### config.mk
export PLATFORM = sky130hd
export DESIGN_NAME = uart_peripheral
export DESIGN_NICKNAME = d
export VERILOG_FILES = /design/src/source/uart_pkg.sv /design/src/source/fifo_if.sv /design/src/source/sync_fifo.sv /design/src/source/uart_receiver.sv /design/src/source/uart_transmitter.sv /design/src/source/uart_wb_regs.sv /design/src/source/uart_peripheral.sv
export SDC_FILE = /design/constraint.sdc
export NUM_CORES = 1
export LEC_CHECK = 0
export BUFFER_PORTS_ARGS = -buffer_cell sky130_fd_sc_hd__buf_2
export CORE_ASPECT_RATIO = 1.75
export CORE_MARGIN = 3
export CORE_UTILIZATION = 50
export DETAILED_ROUTE_END_ITERATION = 12
export GPL_TIMING_DRIVEN = 0
export PLACE_DENSITY = 0.7
export SETUP_SLACK_MARGIN = 0.05
export SYNTH_ARGS = -nofsm -noshare
export SYNTH_HDL_FRONTEND = slang
export SYNTH_SLANG_ARGS = --single-unit
export TNS_END_PERCENT = 20
### constraint.sdc
create_clock -name i_clock -period 3 [get_ports i_clock]
set_input_delay 0 -clock i_clock [delete_from_list [all_inputs] [get_ports i_clock]]
set_output_delay 0 -clock i_clock [all_outputs]
set_load 0.02 [all_outputs]
### src/source/uart_pkg.sv
package uart_pkg;

	// Serial bit period in clock cycles.
	localparam int CLOCKS_PER_BIT = 16;
	localparam int BIT_CNT_W = $clog2(CLOCKS_PER_BIT);

	// Entries per byte queue.
	localparam int FIFO_DEPTH = 4;
	localparam int FIFO_PTR_W = $clog2(FIFO_DEPTH);
	localparam int FIFO_CNT_W = $clog2(FIFO_DEPTH + 1);

	// Register addresses.
	localparam logic [1:0] ADDR_DATA = 2'd0;
	localparam logic [1:0] ADDR_STATUS = 2'd1;

	typedef logic [7:0] byte_t;

	// Received byte in bits 7:0, framing error in bit 8.
	typedef struct packed {
		logic  frame_error;
		byte_t data;
	} rx_entry_t;

	// Bit 0 upward: rx_empty, rx_full, tx_empty, tx_full.
	typedef struct packed {
		logic tx_full;
		logic tx_empty;
		logic rx_full;
		logic rx_empty;
	} status_t;

endpackage

### src/source/fifo_if.sv
`timescale 1ns/10ps

interface fifo_if #(
	parameter type payload_t = uart_pkg::byte_t
) ();

	logic     push;
	payload_t wdata;
	logic     full;

	logic     pop;
	payload_t rdata;
	logic     empty;

	// Producer and consumer views.
	modport writer (output push, output wdata, input full, input empty);
	modport reader (output pop, input rdata, input empty, input full);

	// The queue's own view of the same signals.
	modport fifo_in (input push, input wdata, output full);
	modport fifo_out (input pop, output rdata, output empty);

endinterface

### src/source/sync_fifo.sv
`timescale 1ns/10ps

module sync_fifo #(
	parameter type payload_t = uart_pkg::byte_t
) (
	input logic      i_clock,
	input logic      i_reset,
	fifo_if.fifo_in  wr,
	fifo_if.fifo_out rd
);
	import uart_pkg::*;

	payload_t mem [FIFO_DEPTH];
	logic [FIFO_PTR_W-1:0] wr_ptr;
	logic [FIFO_PTR_W-1:0] rd_ptr;
	logic [FIFO_CNT_W-1:0] count;
	logic do_push;
	logic do_pop;

	function automatic logic [FIFO_PTR_W-1:0] next_ptr(input logic [FIFO_PTR_W-1:0] ptr);
		// Wrap at the last entry.
		if (ptr == FIFO_PTR_W'(FIFO_DEPTH - 1)) begin
			return '0;
		end
		return ptr + 1'b1;
	endfunction

	assign do_push = wr.push && !wr.full;
	assign do_pop = rd.pop && !rd.empty;

	assign wr.full = (count == FIFO_CNT_W'(FIFO_DEPTH));
	assign rd.empty = (count == '0);

	// Head entry falls through to the reader.
	assign rd.rdata = mem[rd_ptr];

	always_ff @(posedge i_clock) begin
		if (do_push) begin
			mem[wr_ptr] <= wr.wdata;
		end
	end

	always_ff @(posedge i_clock) begin
		if (i_reset) begin
			wr_ptr <= '0;
			rd_ptr <= '0;
			count <= '0;
		end else begin
			if (do_push) begin
				wr_ptr <= next_ptr(wr_ptr);
			end
			if (do_pop) begin
				rd_ptr <= next_ptr(rd_ptr);
			end
			case ({do_push, do_pop})
				2'b10: count <= count + 1'b1;
				2'b01: count <= count - 1'b1;
				default: count <= count;
			endcase
		end
	end

endmodule

### src/source/uart_receiver.sv
`timescale 1ns/10ps

module uart_receiver (
	input logic    i_clock,
	input logic    i_reset,
	input logic    i_uart_rx,
	fifo_if.writer rx_q
);
	import uart_pkg::*;

	typedef enum logic [1:0] {
		ST_IDLE,
		ST_START,
		ST_DATA,
		ST_STOP
	} rx_state_t;

	rx_state_t state;
	logic rx_meta;
	logic rx_sync;
	logic rx_last;
	logic [BIT_CNT_W-1:0] bit_cnt;
	logic [2:0] bit_idx;
	byte_t shift;

	// Two-stage synchronizer, plus the previous value for edge detection.
	always_ff @(posedge i_clock) begin
		if (i_reset) begin
			rx_meta <= 1'b1;
			rx_sync <= 1'b1;
			rx_last <= 1'b1;
		end else begin
			rx_meta <= i_uart_rx;
			rx_sync <= rx_meta;
			rx_last <= rx_sync;
		end
	end

	// Entry is captured at the stop sample.
	always_ff @(posedge i_clock) begin
		if (state == ST_STOP && bit_cnt == '0) begin
			rx_q.wdata <= '{frame_error: !rx_sync, data: shift};
		end
	end

	always_ff @(posedge i_clock) begin
		if (i_reset) begin
			state <= ST_IDLE;
			bit_cnt <= '0;
			bit_idx <= '0;
			shift <= '0;
			rx_q.push <= 1'b0;
		end else begin
			rx_q.push <= 1'b0;
			if (state != ST_IDLE && bit_cnt != '0) begin
				bit_cnt <= bit_cnt - 1'b1;
			end else begin
				case (state)
					ST_IDLE: begin
						// Falling edge of a start bit; wait half a bit.
						if (!rx_sync && rx_last) begin
							state <= ST_START;
							bit_cnt <= BIT_CNT_W'(CLOCKS_PER_BIT / 2 - 1);
						end
					end
					ST_START: begin
						if (rx_sync) begin
							// Glitch, not a start bit.
							state <= ST_IDLE;
						end else begin
							state <= ST_DATA;
							bit_idx <= '0;
							bit_cnt <= BIT_CNT_W'(CLOCKS_PER_BIT - 1);
						end
					end
					ST_DATA: begin
						shift <= {rx_sync, shift[7:1]};
						bit_cnt <= BIT_CNT_W'(CLOCKS_PER_BIT - 1);
						if (bit_idx == 3'd7) begin
							state <= ST_STOP;
						end else begin
							bit_idx <= bit_idx + 1'b1;
						end
					end
					ST_STOP: begin
						// Frames arriving at a full queue are lost.
						rx_q.push <= !rx_q.full;
						state <= ST_IDLE;
					end
					default: state <= ST_IDLE;
				endcase
			end
		end
	end

endmodule

### src/source/uart_transmitter.sv
`timescale 1ns/10ps

module uart_transmitter (
	input logic    i_clock,
	input logic    i_reset,
	fifo_if.reader tx_q,
	output logic   o_uart_tx
);
	import uart_pkg::*;

	logic busy;
	logic [9:0] shreg;
	logic [3:0] bits_left;
	logic [BIT_CNT_W-1:0] bit_cnt;

	// Take the next byte as soon as the line is free.
	assign tx_q.pop = !busy && !tx_q.empty;

	always_ff @(posedge i_clock) begin
		if (i_reset) begin
			busy <= 1'b0;
			shreg <= '1;
			bits_left <= '0;
			bit_cnt <= '0;
			o_uart_tx <= 1'b1;
		end else if (!busy) begin
			if (tx_q.pop) begin
				// Stop, data LSB first, start.
				shreg <= {1'b1, tx_q.rdata, 1'b0};
				o_uart_tx <= 1'b0;
				bits_left <= 4'd9;
				bit_cnt <= BIT_CNT_W'(CLOCKS_PER_BIT - 1);
				busy <= 1'b1;
			end
		end else if (bit_cnt != '0) begin
			bit_cnt <= bit_cnt - 1'b1;
		end else if (bits_left == '0) begin
			// Stop bit done.
			busy <= 1'b0;
			o_uart_tx <= 1'b1;
		end else begin
			shreg <= {1'b1, shreg[9:1]};
			o_uart_tx <= shreg[1];
			bits_left <= bits_left - 1'b1;
			bit_cnt <= BIT_CNT_W'(CLOCKS_PER_BIT - 1);
		end
	end

endmodule

### src/source/uart_wb_regs.sv
`timescale 1ns/10ps

module uart_wb_regs (
	input logic         i_clock,
	input logic         i_reset,
	input logic         i_wb_cyc,
	input logic         i_wb_stb,
	input logic         i_wb_we,
	input logic [1:0]   i_wb_adr,
	input logic [31:0]  i_wb_dat,
	output logic [31:0] o_wb_dat,
	output logic        o_wb_ack,
	fifo_if.reader      rx_q,
	fifo_if.writer      tx_q
);
	import uart_pkg::*;

	logic access;
	logic data_sel;
	status_t status;
	logic [31:0] rd_value;

	// New transfer: strobe seen while ack is still low.
	assign access = i_wb_cyc && i_wb_stb && !o_wb_ack;
	assign data_sel = (i_wb_adr == ADDR_DATA);

	assign status.rx_empty = rx_q.empty;
	assign status.rx_full = rx_q.full;
	assign status.tx_empty = tx_q.empty;
	assign status.tx_full = tx_q.full;

	// Queue side effects only on the acknowledging edge.
	assign rx_q.pop = access && !i_wb_we && data_sel && !rx_q.empty;
	assign tx_q.push = access && i_wb_we && data_sel && !tx_q.full;
	assign tx_q.wdata = i_wb_dat[7:0];

	always_comb begin
		rd_value = '0;
		if (!i_wb_we) begin
			case (i_wb_adr)
				ADDR_DATA: begin
					// Empty queue reads as zero.
					if (!rx_q.empty) begin
						rd_value = {23'b0, rx_q.rdata};
					end
				end
				ADDR_STATUS: rd_value = {28'b0, status};
				default: rd_value = '0;
			endcase
		end
	end

	always_ff @(posedge i_clock) begin
		if (i_reset) begin
			o_wb_ack <= 1'b0;
			o_wb_dat <= '0;
		end else begin
			o_wb_ack <= access;
			if (access) begin
				o_wb_dat <= rd_value;
			end
		end
	end

endmodule

### src/source/uart_peripheral.sv
`timescale 1ns/10ps

module uart_peripheral (
	input logic         i_clock,
	input logic         i_reset,
	input logic         i_wb_cyc,
	input logic         i_wb_stb,
	input logic         i_wb_we,
	input logic [1:0]   i_wb_adr,
	input logic [31:0]  i_wb_dat,
	output logic [31:0] o_wb_dat,
	output logic        o_wb_ack,
	input logic         i_uart_rx,
	output logic        o_uart_tx
);
	import uart_pkg::*;

	// Receive path queue and transmit path queue.
	fifo_if #(.payload_t(rx_entry_t)) rx_q ();
	fifo_if #(.payload_t(byte_t)) tx_q ();

	sync_fifo #(
		.payload_t(rx_entry_t)
	) u_rx_fifo (
		.i_clock(i_clock),
		.i_reset(i_reset),
		.wr(rx_q),
		.rd(rx_q)
	);

	sync_fifo #(
		.payload_t(byte_t)
	) u_tx_fifo (
		.i_clock(i_clock),
		.i_reset(i_reset),
		.wr(tx_q),
		.rd(tx_q)
	);

	uart_receiver u_receiver (
		.i_clock(i_clock),
		.i_reset(i_reset),
		.i_uart_rx(i_uart_rx),
		.rx_q(rx_q)
	);

	uart_transmitter u_transmitter (
		.i_clock(i_clock),
		.i_reset(i_reset),
		.tx_q(tx_q),
		.o_uart_tx(o_uart_tx)
	);

	uart_wb_regs u_regs (
		.i_clock(i_clock),
		.i_reset(i_reset),
		.i_wb_cyc(i_wb_cyc),
		.i_wb_stb(i_wb_stb),
		.i_wb_we(i_wb_we),
		.i_wb_adr(i_wb_adr),
		.i_wb_dat(i_wb_dat),
		.o_wb_dat(o_wb_dat),
		.o_wb_ack(o_wb_ack),
		.rx_q(rx_q),
		.tx_q(tx_q)
	);

endmodule

==> flow_metrics.tcl <==
set metrics [dict create \
    status "completed" \
    path_cells "nor3b_1 -> nor2b_1 -> clkbuf_1 -> inv_1 -> ha_1 -> inv_1 -> fa_1 -> xor2_1 -> or3_1 -> a21oi_1" \
    dr.first_iter.drc_count 134 \
    grt_pass1_vias 4027 \
    crit_type "register to register" \
    initial_utilization 0.5198 \
    synth_fa_ha_area_frac 0.05151 \
    timing.critical_path.slowest_cell_delay_ns 0.53 \
    avgRoutedWirePerCell_um 15.74 \
    p_seq_frac 0.421 \
    ctsLongestPathBuffers 2 \
    gr-total-overflow 0 \
    post-cts-setup-buffers 0 \
    r2r_setup_slack_ns 0.40 \
    r2r.worst_path.cells 10 \
    grt_pass1_wl_um 18900 \
    fmax_ghz 0.3852 \
    crit_required_ns 3.34 \
    leakage_nw 2.715 \
    hold_class "input port to register" \
    grt_max_degree 17 \
    hold_start "i_wb_adr[1]" \
    synth_top_flop_cell "edfxtp_1" \
    path_clk_slew_ns 0.06 \
    ys_types 62 \
    crit_arrival_ns 2.93 \
    coreArea_um2 11780 \
    design_area_um2 7236 \
    synth_top_area_cell "edfxtp_1" \
    crit_slowest_cell "nor3b_1" \
    yosysSeqAreaShare 0.5969 \
    ys_warn_count 0 \
    via_per_inst 5.242 \
    placed_area_um2 6531 \
    setup_tns_ns 0 \
    synth_common_cells "77 x edfxtp_1, 67 x dfxtp_1, 42 x nor2_1" \
    final.setup_skew_ns 0.005492 \
    power_frac_comb 0.195 \
    numCtsBuffers 17 \
    yosysTopAreaCellShare 0.3778 \
    cts_resized 0 \
    row_count 52 \
    yosysMostFrequentCell "edfxtp_1" \
    clkLatencyLatePin_ns 0.41 \
    synth_top_family_by_area "simple AND/OR/NAND/NOR gates" \
    synthSimpleGateAreaFrac 0.1218 \
    cp-start-kind "register" \
    r2r-end "u_rx_fifo.count[2]$_SDFFE_PP0P_" \
    power_density_nw_per_um2 765.1 \
    syn-instance-count 467 \
    vias 3764 \
    drive_gt1_frac 0.2194 \
    synth_area_leaders "edfxtp_1 38%, dfxtp_1 22%, mux4_2 6.3%" \
    irDropWorstVdd_uv 529.1 \
    whs_path_depth 4 \
    hpwl_um 8097 \
    root_buffer "clkbuf_16" \
    synth_edf_count 77 \
    min_period_over_period 0.8654 \
    drtAntennaViolNets 0 \
    netlist_area_um2 6121 \
    crit_top_cell "inv_1" \
    cp-end-kind "register" \
    drcViolationCount 0 \
    hold_end "u_regs.o_wb_dat[3]$_SDFFE_PP0N_" \
    ys_ff_latch 144 \
    cp_max_fo 7 \
    cts_tree "built" \
    wl_um 11300 \
    swShare 0.2794 \
    firstDrtPassIters 4 \
    area_growth_pct 18.21 \
    synth_xor_area_frac 0.005724 \
    layout.nets 607 \
    synth_compound_area_frac 0.07543 \
    die_area_um2 13660 \
    die_w_um 89.64 \
    p_int_mw 3.989 \
    rsz0062_at_grt "false" \
    routabilityCongestion 0.7410 \
    post-route-min-period_ns 2.596 \
    final_max_slew_viol_count 0 \
    die_y_um 152.4 \
    syn_area_per_cell_um2 13.11 \
    io_pins 74 \
    max_slew_margin 0.5574 \
    clock-sinks 144 \
    synthArstFlopShare 0 \
    maxCapViolCount 0 \
    ctsHoldBuffers 10 \
    h-tree-depth 4 \
    synth.mux.area_fraction 0.09035 \
    antenna_cells 0 \
    worstMarginPinSlew_ns 0.6639 \
    setup_viol 0 \
    io_buffers 25 \
    antenna_found_initial 0 \
    p_sw_mw 1.547 \
    clkPwrFrac 0.384 \
    r2r-start "u_rx_fifo.count[2]$_SDFFE_PP0P_" \
    report.final.hold_viol_count 0 \
    grt_usage 0.1832 \
]
-- power groups by stage --
stage                     combinational, mW  sequential, mW  clock [mW]
final                                  1.08            2.33        2.13
after global routing                   1.22            2.35        2.25
after CTS                              1.09            2.33        2.16
after detailed placement               1.07            2.37           0
after global placement                 1.03            2.36           0
after floorplan                       0.834            2.35           0
-- flip-flops by register name, summed over array words and instances, names as in the netlist, 4 cells and up, named ones only --
register / cells
u_rx_fifo.mem: 36
u_tx_fifo.mem: 32
u_receiver.rx_q.wdata: 9
u_regs.o_wb_dat: 9
u_receiver.shift: 8
u_transmitter.shreg: 8
u_receiver.bit_cnt: 4
u_transmitter.bit_cnt: 4
u_transmitter.bits_left: 4
-- cell type report --
| class | count | area [um2] |
|---|---|---|
| Timing Repair Buffer | 35 | 225.2 |
| Inverter | 25 | 93.84 |
| Sequential cell | 144 | 3654 |
| Tap cell | 162 | 202.7 |
| Multi-Input combinational cell | 278 | 2197 |
| Clock inverter | 13 | 161.4 |
| Buffer | 42 | 259.0 |
| Fill cell | 915 | 4541 |
| Clock buffer | 19 | 442.9 |
-- kinds of logic after synthesis --
| group | after synthesis |
|---|---|
| AO/OA/AOI/OAI | 62 |
| XOR/XNOR | 4 |
| adder cells (fa/ha/maj) | 24 |
| buffers and inverters | 67 |
| flip-flops | 144 |
| multiplexers | 34 |
| other | 1 |
| AND/OR/NAND/NOR | 131 |
-- worst max path at each step --
stage	cells after the start	from	end
2_1_floorplan	9	u_regs.o_wb_ack$_SDFF_PP0_	u_rx_fifo.count[2]$_SDFFE_PP0P_
3_3_place_gp	10	u_rx_fifo.count[2]$_SDFFE_PP0P_	u_rx_fifo.count[2]$_SDFFE_PP0P_
3_5_place_dp	10	u_rx_fifo.count[2]$_SDFFE_PP0P_	u_rx_fifo.count[2]$_SDFFE_PP0P_
4_1_cts	10	u_rx_fifo.count[2]$_SDFFE_PP0P_	u_rx_fifo.count[2]$_SDFFE_PP0P_
5_1_grt	10	u_rx_fifo.count[2]$_SDFFE_PP0P_	u_rx_fifo.count[2]$_SDFFE_PP0P_
6_report	10	u_rx_fifo.count[2]$_SDFFE_PP0P_	u_rx_fifo.count[2]$_SDFFE_PP0P_
-- layer usage --
layer	routed length [um]	GRT usage	up-vias	part of all wire
met5	0	0	-	0
met2	6697	0.3436	68	0.59
li1	-	-	1830	-
met4	297	0.07452	0	0.026
met1	3964	0.1756	1849	0.35
met3	341	0.05411	17	0.030
-- placed cells by master (no fill, tap or decap), drive strengths merged, types with 5 or more instances in the layout --
cell type and n:
and2 9, dlygate4sd3 10, clkinv 5, edfxtp 77, o21ai 6, mux2i 17
mux4 17, inv 27, nand2 23, or2 5, a22oi 11, a211oi 5
ha 22, conb 23, nor3 13, clkbuf 27, dfxtp 67, a31oi 9
nor2 42, nand2b 5, a21oi 14, buf 59
-- worst max-delay path, delay by kind of cell (launching register included) --
| kind | cells | cell delay, ns |
|---|---|---|
| AOI/OAI and AO/OA | 1 | 0.14 |
| xor gates and xnor gates | 1 | 0.16 |
| buffers and inverters | 3 | 0.35 |
| and+or+nand+nor | 3 | 0.96 |
| adders and majority gates | 2 | 0.55 |
| DFF | 1 | 0.36 |
-- stage by stage --
stage	std cells	utilization	power (mW)	setup WS [ns]	hold slack [ns]
after floorplan	489	-	3.184	0.6904	0.09887
after global placement	676	0.5546	3.389	0.5211	0.1971
after detailed placement	676	0.5546	3.434	0.4950	0.1952
after CTS	718	0.6144	5.578	0.4366	0.01564
after global routing	718	0.6144	5.819	0.2807	0.06305
final	718	0.6144	5.536	0.4037	0.02305
Power figures use the tool's default switching activity.
